===== src/mips_pkg.sv =====
`default_nettype none

package mips_pkg;

    localparam int op_width    = 6;
    localparam int funct_width = 6;

    // primary opcodes, instr[31:26]
    localparam logic [op_width-1:0] op_special = 6'h00;
    localparam logic [op_width-1:0] op_j       = 6'h02;
    localparam logic [op_width-1:0] op_beq     = 6'h04;
    localparam logic [op_width-1:0] op_bne     = 6'h05;
    localparam logic [op_width-1:0] op_blez    = 6'h06;
    localparam logic [op_width-1:0] op_bgtz    = 6'h07;
    localparam logic [op_width-1:0] op_addiu   = 6'h09;
    localparam logic [op_width-1:0] op_slti    = 6'h0a;
    localparam logic [op_width-1:0] op_sltiu   = 6'h0b;
    localparam logic [op_width-1:0] op_andi    = 6'h0c;
    localparam logic [op_width-1:0] op_ori     = 6'h0d;
    localparam logic [op_width-1:0] op_xori    = 6'h0e;
    localparam logic [op_width-1:0] op_lui     = 6'h0f;

    // funct field of SPECIAL
    localparam logic [funct_width-1:0] funct_sll  = 6'h00;
    localparam logic [funct_width-1:0] funct_srl  = 6'h02;
    localparam logic [funct_width-1:0] funct_sra  = 6'h03;
    localparam logic [funct_width-1:0] funct_addu = 6'h21;
    localparam logic [funct_width-1:0] funct_subu = 6'h23;
    localparam logic [funct_width-1:0] funct_and  = 6'h24;
    localparam logic [funct_width-1:0] funct_or   = 6'h25;
    localparam logic [funct_width-1:0] funct_xor  = 6'h26;
    localparam logic [funct_width-1:0] funct_nor  = 6'h27;
    localparam logic [funct_width-1:0] funct_slt  = 6'h2a;
    localparam logic [funct_width-1:0] funct_sltu = 6'h2b;

    localparam int alu_sel_width   = 4;
    localparam int src_b_sel_width = 2;

    typedef enum logic [alu_sel_width-1:0] {
        alu_add, alu_sub, alu_and, alu_or, alu_xor, alu_nor,
        alu_slt, alu_sltu, alu_sll, alu_srl, alu_sra, alu_lui
    } alu_sel_t;

    typedef enum logic [src_b_sel_width-1:0] {
        src_b_rt, src_b_imme, src_b_sa
    } src_b_sel_t;

    localparam int wb_adr_width = 8;

    // register window sits at 0x00..0x1f
    localparam logic [wb_adr_width-1:0] adr_exec = 8'h40;
    localparam logic [wb_adr_width-1:0] adr_pc   = 8'h20;

endpackage

`default_nettype wire


===== src/alu.sv =====
`default_nettype none

module alu (
    input  var mips_pkg::alu_sel_t      alu_sel,
    input  var mips_pkg::src_b_sel_t    src_b_sel,
    input  wire [31:0]                  rs_data,
    input  wire [31:0]                  rt_data,
    input  wire [31:0]                  ext_imme,
    input  wire [4:0]                   sa,
    output logic [31:0]                 result
);

    logic        is_shift;
    logic [31:0] op_a;
    logic [31:0] op_b;

    assign is_shift = (alu_sel == mips_pkg::alu_sll) |
                      (alu_sel == mips_pkg::alu_srl) |
                      (alu_sel == mips_pkg::alu_sra);

    // shifts move rt, everything else works on rs
    assign op_a = is_shift ? rt_data : rs_data;

    always_comb begin
        case (src_b_sel)
            mips_pkg::src_b_imme: op_b = ext_imme;
            mips_pkg::src_b_sa:   op_b = {27'd0, sa};
            default:              op_b = rt_data;
        endcase
    end

    always_comb begin
        case (alu_sel)
            mips_pkg::alu_add:  result = op_a + op_b;
            mips_pkg::alu_sub:  result = op_a - op_b;
            mips_pkg::alu_and:  result = op_a & op_b;
            mips_pkg::alu_or:   result = op_a | op_b;
            mips_pkg::alu_xor:  result = op_a ^ op_b;
            mips_pkg::alu_nor:  result = ~(op_a | op_b);
            mips_pkg::alu_slt:  result = {31'd0, $signed(op_a) < $signed(op_b)};
            mips_pkg::alu_sltu: result = {31'd0, op_a < op_b};
            mips_pkg::alu_sll:  result = op_a << op_b[4:0];
            mips_pkg::alu_srl:  result = op_a >> op_b[4:0];
            mips_pkg::alu_sra:  result = $unsigned($signed(op_a) >>> op_b[4:0]);
            mips_pkg::alu_lui:  result = {op_b[15:0], 16'h0000};
            default:            result = 32'h0;
        endcase
    end

endmodule

`default_nettype wire


===== src/exec_sequencer.sv =====
`default_nettype none

module exec_sequencer (
    input  wire                                 clk,
    input  wire                                 reset,

    input  wire                                 wb_cyc,
    input  wire                                 wb_stb,
    input  wire                                 wb_we,
    input  wire [mips_pkg::wb_adr_width-1:0]    wb_adr,
    input  wire [31:0]                          wb_dat_w,
    output logic [31:0]                         wb_dat_r,
    output logic                                wb_ack,

    output logic [31:0]                         instr,
    output logic                                exec_en,
    output logic [4:0]                          rd_addr,
    input  wire [31:0]                          rd_data,
    input  wire [31:0]                          pc
);

    typedef enum logic [1:0] {st_idle, st_decode, st_exec, st_ack} state_t;

    state_t state;
    logic   req;

    assign req     = wb_cyc & wb_stb;
    assign rd_addr = wb_adr[4:0];

    always_ff @(posedge clk) begin
        if (reset) begin
            state <= st_idle;
        end else begin
            case (state)
                st_idle: begin
                    if (req) begin
                        if (wb_we && (wb_adr == mips_pkg::adr_exec)) begin
                            state <= st_decode;
                        end else begin
                            state <= st_ack;
                        end
                    end
                end
                st_decode: state <= st_exec;
                st_exec:   state <= st_ack;
                default:   state <= st_idle;
            endcase
        end
    end

    // instruction and read-back data are captured on the request edge
    always_ff @(posedge clk) begin
        if ((state == st_idle) && req) begin
            if (wb_we) begin
                instr <= wb_dat_w;
            end else if (wb_adr[mips_pkg::wb_adr_width-1:5] == '0) begin
                wb_dat_r <= rd_data;
            end else if (wb_adr == mips_pkg::adr_pc) begin
                wb_dat_r <= pc;
            end else begin
                wb_dat_r <= 32'h0;
            end
        end
    end

    assign exec_en = (state == st_exec);
    assign wb_ack  = (state == st_ack);

endmodule

`default_nettype wire


===== src/idu_2.sv =====
`default_nettype none

module idu_2 (
    input  wire [31:0]              instr,
    input  wire [31:0]              rs_data,
    input  wire [31:0]              rt_data,
    input  wire [31:0]              pc,

    output logic [4:0]              reg_r_addr_1,
    output logic [4:0]              reg_r_addr_2,

    output mips_pkg::alu_sel_t      alu_sel,
    output mips_pkg::src_b_sel_t    src_b_sel,
    output logic [31:0]             ext_imme,
    output logic [4:0]              sa,

    output logic                    w_reg_ena,
    output logic [4:0]              w_reg_dst,

    output logic                    take_branch,
    output logic [31:0]             branch_target
);

    logic [5:0]  op_code;
    logic [4:0]  rs;
    logic [4:0]  rt;
    logic [4:0]  rd;
    logic [5:0]  funct;
    logic [15:0] imme;
    logic [25:0] j_imme;
    logic        sign_ext;
    logic [31:0] pc_plus_4;
    logic [31:0] br_offset;

    assign op_code = instr[31:26];
    assign rs      = instr[25:21];
    assign rt      = instr[20:16];
    assign rd      = instr[15:11];
    assign sa      = instr[10:6];
    assign funct   = instr[5:0];
    assign imme    = instr[15:0];
    assign j_imme  = instr[25:0];

    assign reg_r_addr_1 = rs;
    assign reg_r_addr_2 = rt;

    assign sign_ext = (op_code == mips_pkg::op_addiu) |
                      (op_code == mips_pkg::op_slti)  |
                      (op_code == mips_pkg::op_sltiu);

    assign ext_imme = sign_ext ? {{16{imme[15]}}, imme} : {16'h0000, imme};

    always_comb begin
        alu_sel   = mips_pkg::alu_add;
        src_b_sel = mips_pkg::src_b_rt;
        w_reg_ena = 1'b0;
        w_reg_dst = rd;
        case (op_code)
            mips_pkg::op_special: begin
                w_reg_ena = 1'b1;
                case (funct)
                    mips_pkg::funct_addu: alu_sel = mips_pkg::alu_add;
                    mips_pkg::funct_subu: alu_sel = mips_pkg::alu_sub;
                    mips_pkg::funct_and:  alu_sel = mips_pkg::alu_and;
                    mips_pkg::funct_or:   alu_sel = mips_pkg::alu_or;
                    mips_pkg::funct_xor:  alu_sel = mips_pkg::alu_xor;
                    mips_pkg::funct_nor:  alu_sel = mips_pkg::alu_nor;
                    mips_pkg::funct_slt:  alu_sel = mips_pkg::alu_slt;
                    mips_pkg::funct_sltu: alu_sel = mips_pkg::alu_sltu;
                    mips_pkg::funct_sll: begin
                        alu_sel   = mips_pkg::alu_sll;
                        src_b_sel = mips_pkg::src_b_sa;
                    end
                    mips_pkg::funct_srl: begin
                        alu_sel   = mips_pkg::alu_srl;
                        src_b_sel = mips_pkg::src_b_sa;
                    end
                    mips_pkg::funct_sra: begin
                        alu_sel   = mips_pkg::alu_sra;
                        src_b_sel = mips_pkg::src_b_sa;
                    end
                    // unknown funct is a no-op
                    default: w_reg_ena = 1'b0;
                endcase
            end
            mips_pkg::op_addiu: alu_sel = mips_pkg::alu_add;
            mips_pkg::op_slti:  alu_sel = mips_pkg::alu_slt;
            mips_pkg::op_sltiu: alu_sel = mips_pkg::alu_sltu;
            mips_pkg::op_andi:  alu_sel = mips_pkg::alu_and;
            mips_pkg::op_ori:   alu_sel = mips_pkg::alu_or;
            mips_pkg::op_xori:  alu_sel = mips_pkg::alu_xor;
            mips_pkg::op_lui:   alu_sel = mips_pkg::alu_lui;
            default: ;
        endcase

        // immediate forms write rt
        if (op_code[5:3] == 3'b001) begin
            src_b_sel = mips_pkg::src_b_imme;
            w_reg_ena = (op_code != 6'h08);
            w_reg_dst = rt;
        end
    end

    assign pc_plus_4 = pc + 32'd4;
    assign br_offset = {{14{imme[15]}}, imme, 2'b00};

    assign take_branch =
        ((op_code == mips_pkg::op_beq)  & (rs_data == rt_data))           |
        ((op_code == mips_pkg::op_bne)  & (rs_data != rt_data))           |
        ((op_code == mips_pkg::op_bgtz) & ($signed(rs_data) >  32'sd0))   |
        ((op_code == mips_pkg::op_blez) & ($signed(rs_data) <= 32'sd0))   |
        (op_code == mips_pkg::op_j);

    assign branch_target = (op_code == mips_pkg::op_j) ?
                           {pc_plus_4[31:28], j_imme, 2'b00} :
                           pc_plus_4 + br_offset;

endmodule

`default_nettype wire


===== src/mips_core.sv =====
`default_nettype none

module mips_core #(
    parameter logic [31:0] reset_pc = 32'h0000_0000
) (
    input  wire                                 clk,
    input  wire                                 reset,

    input  wire                                 wb_cyc,
    input  wire                                 wb_stb,
    input  wire                                 wb_we,
    input  wire [mips_pkg::wb_adr_width-1:0]    wb_adr,
    input  wire [31:0]                          wb_dat_w,
    output logic [31:0]                         wb_dat_r,
    output logic                                wb_ack
);

    logic [31:0]            instr;
    logic                   exec_en;
    logic [4:0]             rd_addr;
    logic [31:0]            rd_data;
    logic [31:0]            pc;

    logic [4:0]             reg_r_addr_1;
    logic [4:0]             reg_r_addr_2;
    logic [31:0]            rs_data;
    logic [31:0]            rt_data;

    mips_pkg::alu_sel_t     alu_sel;
    mips_pkg::src_b_sel_t   src_b_sel;
    logic [31:0]            ext_imme;
    logic [4:0]             sa;
    logic [31:0]            result;

    logic                   w_reg_ena;
    logic [4:0]             w_reg_dst;
    logic                   w_ena;
    logic                   take_branch;
    logic [31:0]            branch_target;

    // writeback only during the exec cycle
    assign w_ena = exec_en & w_reg_ena;

    exec_sequencer exec_sequencer_inst (
        .clk        (clk),
        .reset      (reset),
        .wb_cyc     (wb_cyc),
        .wb_stb     (wb_stb),
        .wb_we      (wb_we),
        .wb_adr     (wb_adr),
        .wb_dat_w   (wb_dat_w),
        .wb_dat_r   (wb_dat_r),
        .wb_ack     (wb_ack),
        .instr      (instr),
        .exec_en    (exec_en),
        .rd_addr    (rd_addr),
        .rd_data    (rd_data),
        .pc         (pc)
    );

    idu_2 idu_2_inst (
        .instr          (instr),
        .rs_data        (rs_data),
        .rt_data        (rt_data),
        .pc             (pc),
        .reg_r_addr_1   (reg_r_addr_1),
        .reg_r_addr_2   (reg_r_addr_2),
        .alu_sel        (alu_sel),
        .src_b_sel      (src_b_sel),
        .ext_imme       (ext_imme),
        .sa             (sa),
        .w_reg_ena      (w_reg_ena),
        .w_reg_dst      (w_reg_dst),
        .take_branch    (take_branch),
        .branch_target  (branch_target)
    );

    regfile regfile_inst (
        .clk        (clk),
        .reset      (reset),
        .r_addr_1   (reg_r_addr_1),
        .r_addr_2   (reg_r_addr_2),
        .r_addr_3   (rd_addr),
        .r_data_1   (rs_data),
        .r_data_2   (rt_data),
        .r_data_3   (rd_data),
        .w_ena      (w_ena),
        .w_addr     (w_reg_dst),
        .w_data     (result)
    );

    alu alu_inst (
        .alu_sel    (alu_sel),
        .src_b_sel  (src_b_sel),
        .rs_data    (rs_data),
        .rt_data    (rt_data),
        .ext_imme   (ext_imme),
        .sa         (sa),
        .result     (result)
    );

    pc_unit #(
        .reset_pc   (reset_pc)
    ) pc_unit_inst (
        .clk            (clk),
        .reset          (reset),
        .step           (exec_en),
        .take_branch    (take_branch),
        .branch_target  (branch_target),
        .pc             (pc)
    );

endmodule

`default_nettype wire


===== src/pc_unit.sv =====
`default_nettype none

module pc_unit #(
    parameter logic [31:0] reset_pc = 32'h0000_0000
) (
    input  wire         clk,
    input  wire         reset,
    input  wire         step,
    input  wire         take_branch,
    input  wire [31:0]  branch_target,
    output logic [31:0] pc
);

    // no delay slot, a taken target replaces pc+4
    always_ff @(posedge clk) begin
        if (reset) begin
            pc <= reset_pc;
        end else if (step) begin
            if (take_branch) begin
                pc <= branch_target;
            end else begin
                pc <= pc + 32'd4;
            end
        end
    end

endmodule

`default_nettype wire


===== src/regfile.sv =====
`default_nettype none

module regfile (
    input  wire         clk,
    input  wire         reset,

    input  wire [4:0]   r_addr_1,
    input  wire [4:0]   r_addr_2,
    input  wire [4:0]   r_addr_3,
    output logic [31:0] r_data_1,
    output logic [31:0] r_data_2,
    output logic [31:0] r_data_3,

    input  wire         w_ena,
    input  wire [4:0]   w_addr,
    input  wire [31:0]  w_data
);

    logic [31:0] regs [32];

    always_ff @(posedge clk) begin
        if (reset) begin
            for (int i = 0; i < 32; i++) begin
                regs[i] <= 32'h0;
            end
        end else if (w_ena && (w_addr != 5'd0)) begin
            regs[w_addr] <= w_data;
        end
    end

    // $zero is hardwired
    assign r_data_1 = (r_addr_1 == 5'd0) ? 32'h0 : regs[r_addr_1];
    assign r_data_2 = (r_addr_2 == 5'd0) ? 32'h0 : regs[r_addr_2];
    assign r_data_3 = (r_addr_3 == 5'd0) ? 32'h0 : regs[r_addr_3];

endmodule

`default_nettype wire


===== config.mk =====
export PLATFORM = sky130hd
export DESIGN_NAME = mips_core
export DESIGN_NICKNAME = d
export VERILOG_FILES = /design/src/mips_pkg.sv /design/src/alu.sv /design/src/exec_sequencer.sv /design/src/idu_2.sv /design/src/mips_core.sv /design/src/pc_unit.sv /design/src/regfile.sv
export SDC_FILE = /design/constraint.sdc
export NUM_CORES = 2
export LEC_CHECK = 0
export ABC_AREA = 1
export BUFFER_PORTS_ARGS = -buffer_cell sky130_fd_sc_hd__buf_2
export CAP_MARGIN = 15
export CORE_ASPECT_RATIO = 0.6
export CORE_MARGIN = 2
export CORE_UTILIZATION = 35
export DETAILED_ROUTE_END_ITERATION = 8
export MAX_ROUTING_LAYER = met4
export PLACE_DENSITY_LB_ADDON = 0.08
export SYNTH_ARGS = -nofsm -noshare
export SYNTH_HDL_FRONTEND = slang
export SYNTH_SLANG_ARGS = --single-unit

===== constraint.sdc =====
create_clock -name clk -period 6.5 [get_ports clk]
set_input_delay 0.65 -clock clk [delete_from_list [all_inputs] [get_ports clk]]
set_output_delay 0.65 -clock clk [all_outputs]
set_load 0.05 [all_outputs]

# After elaboration in Yosys (flattened, before gate mapping)
# Memories as Yosys holds them, arrays and structs flattened. A register that Yosys moved wholly into a read port is not among the register bits.
# Cells that the tools add are included.
[word_totals]
regBits = 98
mem_bits_rw = 1024
in_bits = 45
output_inout_bits = 33
mem_count = 1
[classes]
add_sub_neg = 4
order_cmp = 4
n_eq_ne = 45
shift = 3
mux = 33
n_bitwise = 19
n_reduce_logical = 17
[memory_table]
columns = ["name", "words", "width", "read_ports", "rd_ports_with_merged_regs", "wr", "line_no", "text"]
rows = [
  ["regfile_inst.regs", 32, 32, 3, 2, 32, "regfile.sv:19", "logic [31:0] regs [32];"],
]
[op_table]
columns = ["cell", "count"]
rows = [
  ["one-hot mux 32 bit (12 select lines)", 1],
  ["2-to-1 mux 32 bit", 10],
  ["adder 32 bit", 2],
  ["< comparator 32 bit", 2],
  ["one-hot mux 32 bit (2 select lines)", 1],
  ["equality test 6 bit (second input constant)", 8],
  ["equality test 6 x 4 -> 1 bit (second input constant)", 7],
  ["one-hot mux 4 bit (10 select lines)", 1],
  ["adder 32 x 3 -> 32 bit (second input constant)", 1],
  ["bitwise AND 32 bit", 1],
  ["equality test 32 bit", 1],
  ["greater-than comparator 32 x 1 -> 1 bit (second input constant)", 1],
  ["<= comparator 32 x 1 -> 1 bit (second input constant)", 1],
  ["!= test 32 bit", 1],
  ["inverter 32 bit", 1],
  ["bitwise OR 32 bit", 1],
  ["OR reduction 32 bit", 1],
  ["left shift 32 x 5 -> 32 bit", 1],
  ["right shift 32 x 5 -> 32 bit", 1],
  [">>> shifter 32 x 5 -> 32 bit", 1],
  ["subtractor 32 bit", 1],
  ["XOR 32 bit", 1],
  ["one-hot mux 4 bit (7 select lines)", 1],
  ["equality test 6 x 3 -> 1 bit (second input constant)", 4],
  ["29 further kinds", 74],
]

# Longest topological paths before layout
[logic_depth]
depth_word = 12
depth_mapped = 37

# Hierarchy
# A second synthesis with hierarchy kept.
[hier_totals]
hier_cells = 13209
area_unflattened_um2 = 86959.7
[by_module_without_submodules]
columns = ["module", "instances", "cells_each", "area_per_inst_um2", "seq_area_each_um2"]
rows = [
  ["regfile", 1, 9663, 66889.2, 30749.5],
  ["alu", 1, 2136, 10762.8, 0.0],
  ["idu_2", 1, 813, 4256.6, 0.0],
  ["exec_sequencer", 1, 208, 2793.9, 1961.9],
  ["pc_unit", 1, 387, 2249.7, 640.6],
  ["mips_core", 1, 2, 7.5, 0.0],
]

# Worst setup path after synthesis
# OpenSTA, ideal clock, no wires.
[synth_path]
path_type = "reg2reg"
startpoint = "reg exec_sequencer_inst.instr[2]"
endpoint = "mem regfile_inst.regs[10][24], data pin"
setup_ns = 0.266
arrival_time_ns = 4.459
required_time_ns = 6.234
slack_ns = 1.775
path_stages_with_launch = 28
n_path_buf = 2
synth_period_minus_slack_ns = 4.725
cell_sequence = "edfxtp_1 nor2_2 and3_1 o21ai_2 nor2_8 inv_2 buf_1 o21ai_0 inv_1 ha_1 fa_1 a21oi_1 o21ai_0 nand2_1 nand2_1 nand2_1 nand2_1 a21oi_1 o21ai_0 a21boi_0 o21ai_0 nor2_1 nor2_1 a21oi_1 nand3_1 nor2_2 buf_4 nor2_1"
[synth_rtl]
columns = ["element", "line_no", "text"]
rows = [
  ["from (decl)", "exec_sequencer.sv:15", "output logic [31:0] instr,"],
  ["from (signal assigned)", "exec_sequencer.sv:55", "instr <= wb_dat_w;"],
  ["to (decl)", "regfile.sv:19", ""],
]

==> key figures <==
Run status
  • Status: finished clean

Logic synthesis
  • Count leader, synth: nand2_1
  • Largest family of logic cells by synthesized area: simple AND/OR/NAND/NOR gates
  • Synth Area in Compound Gates: 16.4%
  • Synth cell types: 66
  • Synth warn: 0
  • Seq/Total Area, Yosys: 39.6%
  • Syn Area/Cell: 7.05 sq um
  • Async SR Flop Fraction: 0%
  • Mux share of post-synthesis cell area: 0.0799%
  • Main synth FF type: edfxtp_1
  • XOR/XNOR Fraction of Synth Area: 0.642%
  • Mapped Area: 0.0845 sq mm
  • Adder-cell share of the synthesized area: 2.11%
  • Synth top area share: 38.6%
  • Post-Synth Simple-Gate Area: 32.3%
  • Synth area leaders: edfxtp_1, nand2_1, nand3_1
  • Synthesized instance count: 11999
  • Largest area contributor in the netlist: edfxtp_1
  • Number of synthesized register bits: 1130
  • EDFF count, synth: 1088
  • Synth cell count leaders: nand2_1, nand3_1, edfxtp_1

Die
  • Num rows: 139
  • Ports: 78
  • Die Ht: 385 um
  • Starting Density: 35.3%
  • Die W: 638 um
  • Core area: 0.240 sq mm
  • Die area: 0.246 sq mm

Hold path
  • Hold Crit Class: input pin to flip-flop
  • Worst Hold Depth: 1

Run
  • Max cap viols: 0

Pwr
  • P per Cell Area: 343 mW/mm^2
  • Max VDD drop: 0.282 mV
  • Standby leakage power: 0.0405 uW

CTS
  • Root buffer cell: clkbuf_16
  • Clock sink count: 1130
  • Htree depth: 4
  • CTS Buf Count: 138
  • Clock transition at path regs: 0.07 ns
  • Bufs on Longest Clock Path: 4
  • Skew-Pair Late Insertion Delay: 0.86 ns
  • CTS tree: yes

Global routing
  • Largest net degree at the start of global routing: 142
  • Overflow after GRT: 0
  • Vias in the first global route: 86778
  • GRT Total Usage: 43.3%
  • First-pass GRT wire length: 726 mm
  • Initial antenna violation count: 44

STA
  • Final Setup Violations: 0
  • Min Tclk post-route: 6.45 ns
  • Relative slew slack: 6.80%
  • Worst-Margin Slew: 1.39 ns
  • Final Cycle Share: 99.3%
  • FMAX: 155 MHz
  • Final hold slack: 0.0432 ns
  • Final Max Slew Viols: 0
  • Worst Clk Skew: 0.0544 ns
  • Final Hold Violating Endpoints: 0
  • Setup tns final: 0 ns

Drt
  • Wire length per cell: 35.1 um
  • Vias: 97818
  • First drt pass iteration count: 9
  • Drc violations: 0
  • ANT nets after route: 0
  • 1st-iter DRT viols: 19206
  • Final wirelength: 537 mm
  • DR vias/cell: 6.40

Cells and area
  • Fin nets: 12171
  • # fillers: 24736
  • Storage cell area: 0.0335 sq mm
  • Area Growth Syn to Fin: 14.1%
  • Layout cells sized above 1: 10.2%
  • Multi-input logic area: 0.0441 sq mm

Placed design
  • Port Buffer Count: 77
  • GPL Wtd Cong: 1.02
  • DP Wirelength: 357 mm

Worst setup path
  • Startpoint types: flip-flop
  • Worst EP required: 7.19 ns
  • Critical Path Fanout Max: 39
  • Arr. time, crit path: 7.14 ns
  • Critical path capture point type: flip-flop
  • CP most frequent cell: nand2_1
  • Setup CP Type: flip-flop to flip-flop
  • R2R cell count: 32
  • Slowest stage delay, CP: 0.47 ns
  • Worst path slowest cell: dfxtp_4
power breakdown:
part / total, uW / internal, uW / switching, uW
logic: 16400 / 4510 / 11900
clock network: 7990 / 4460 / 3520
registers: 8690 / 8330 / 361
total: 33100 / 17300 / 15800
stage by stage:
step | setup WS [ns] | area, sq um | power, uW | std cells | util [%]
5_1_grt | -0.00309 | 96400 | 33900 | 15271 | 40.2
2_1_floorplan | 1.78 | 84700 | 16800 | 12030 | -
3_3_place_gp | -0.834 | 91500 | 24300 | 14978 | 38.2
3_5_place_dp | -0.417 | 91500 | 24200 | 14978 | 38.2
6_report | 0.0478 | 96400 | 33100 | 15280 | 40.2
4_1_cts | 0.0588 | 96000 | 32100 | 15230 | 40.1
flip-flops by register name, summed over array words and instances, names as in the netlist, named ones only:
register / cells
exec_sequencer_inst.instr: 32
exec_sequencer_inst.state: 2
exec_sequencer_inst.wb_dat_r: 32
pc_unit_inst.pc: 30
regfile_inst.regs: 1024
critical path, delay by kind of cell (launching register included):
| kind | cells | cell delay, ns |
|---|---|---|
| flops | 1 | 0.47 |
| simple gates | 16 | 2.21 |
| fa+ha+maj | 2 | 0.69 |
| buf+inv | 8 | 1.63 |
| compound gates | 6 | 1.20 |
kinds of logic after synthesis:
group,count (synthesis)
other,1
buffers and inverters,1689
DFF,1130
AOI/OAI and AO/OA,2449
and+or+nand+nor,6521
adders and majority gates,141
muxes,6
xor gates and xnor gates,62
cell type report:
class,instances,share of cell area [%]
repair buffers,838,8.12
clock inverters,57,0.570
repair inverters,1,0.0117
multi-input cells,9211,45.8
inverters,665,2.70
clock buffers,172,3.84
well taps,3172,4.12
flip-flops and latches,1130,34.8
diodes,34,0.0882
final timing paths:
check	startpoint	to	slack (ns)
worst max register to register	flip-flop	regfile_inst.regs[19][0]$_SDFFCE_PN0P_	0.05
worst min register to register	pc_unit_inst.pc[28]$_SDFFE_PP0P_	pc_unit_inst.pc[28]$_SDFFE_PP0P_	0.49
worst min-delay path	wb_dat_w[24]	exec_sequencer_inst.instr[24]$_DFFE_PP_	0.04
worst max-delay path	flip-flop	regfile_inst.regs[19][0]$_SDFFCE_PN0P_	0.05
per-layer routing:
layer  GRT usage [%]  routed length (um)  vias up
li1                -                   -    41031
met2            53.3              195000     8326
met1            60.9              224000    47114
met5               -                   0        -
met3            16.7               90100     1347
met4            19.3               27800        0
what timing repair did:
action	4_1_cts	5_1_grt
cloned	0	4
endpoints found under the setup margin	240	451
hold buffers	23	0
gates resized for setup	8	29
endpoints found under the hold margin	23	0
pin swaps	0	4
buffers inserted	0	9
cells in the final DEF, fill, tap and decap left out, drive strengths merged, types with 37 or more instances in the layout:
cell	instances
o22ai	68
nor2	953
dfxtp	42
nand2	3491
buf	811
o21ai	848
nand3	1977
ha	138
inv	658
o211ai	136
a21oi	1071
clkbuf	176
a31oi	37
clkinv	52
xor2	55
edfxtp	1088
o221ai	185
No activity file was read; power rests on OpenSTA's default activity.
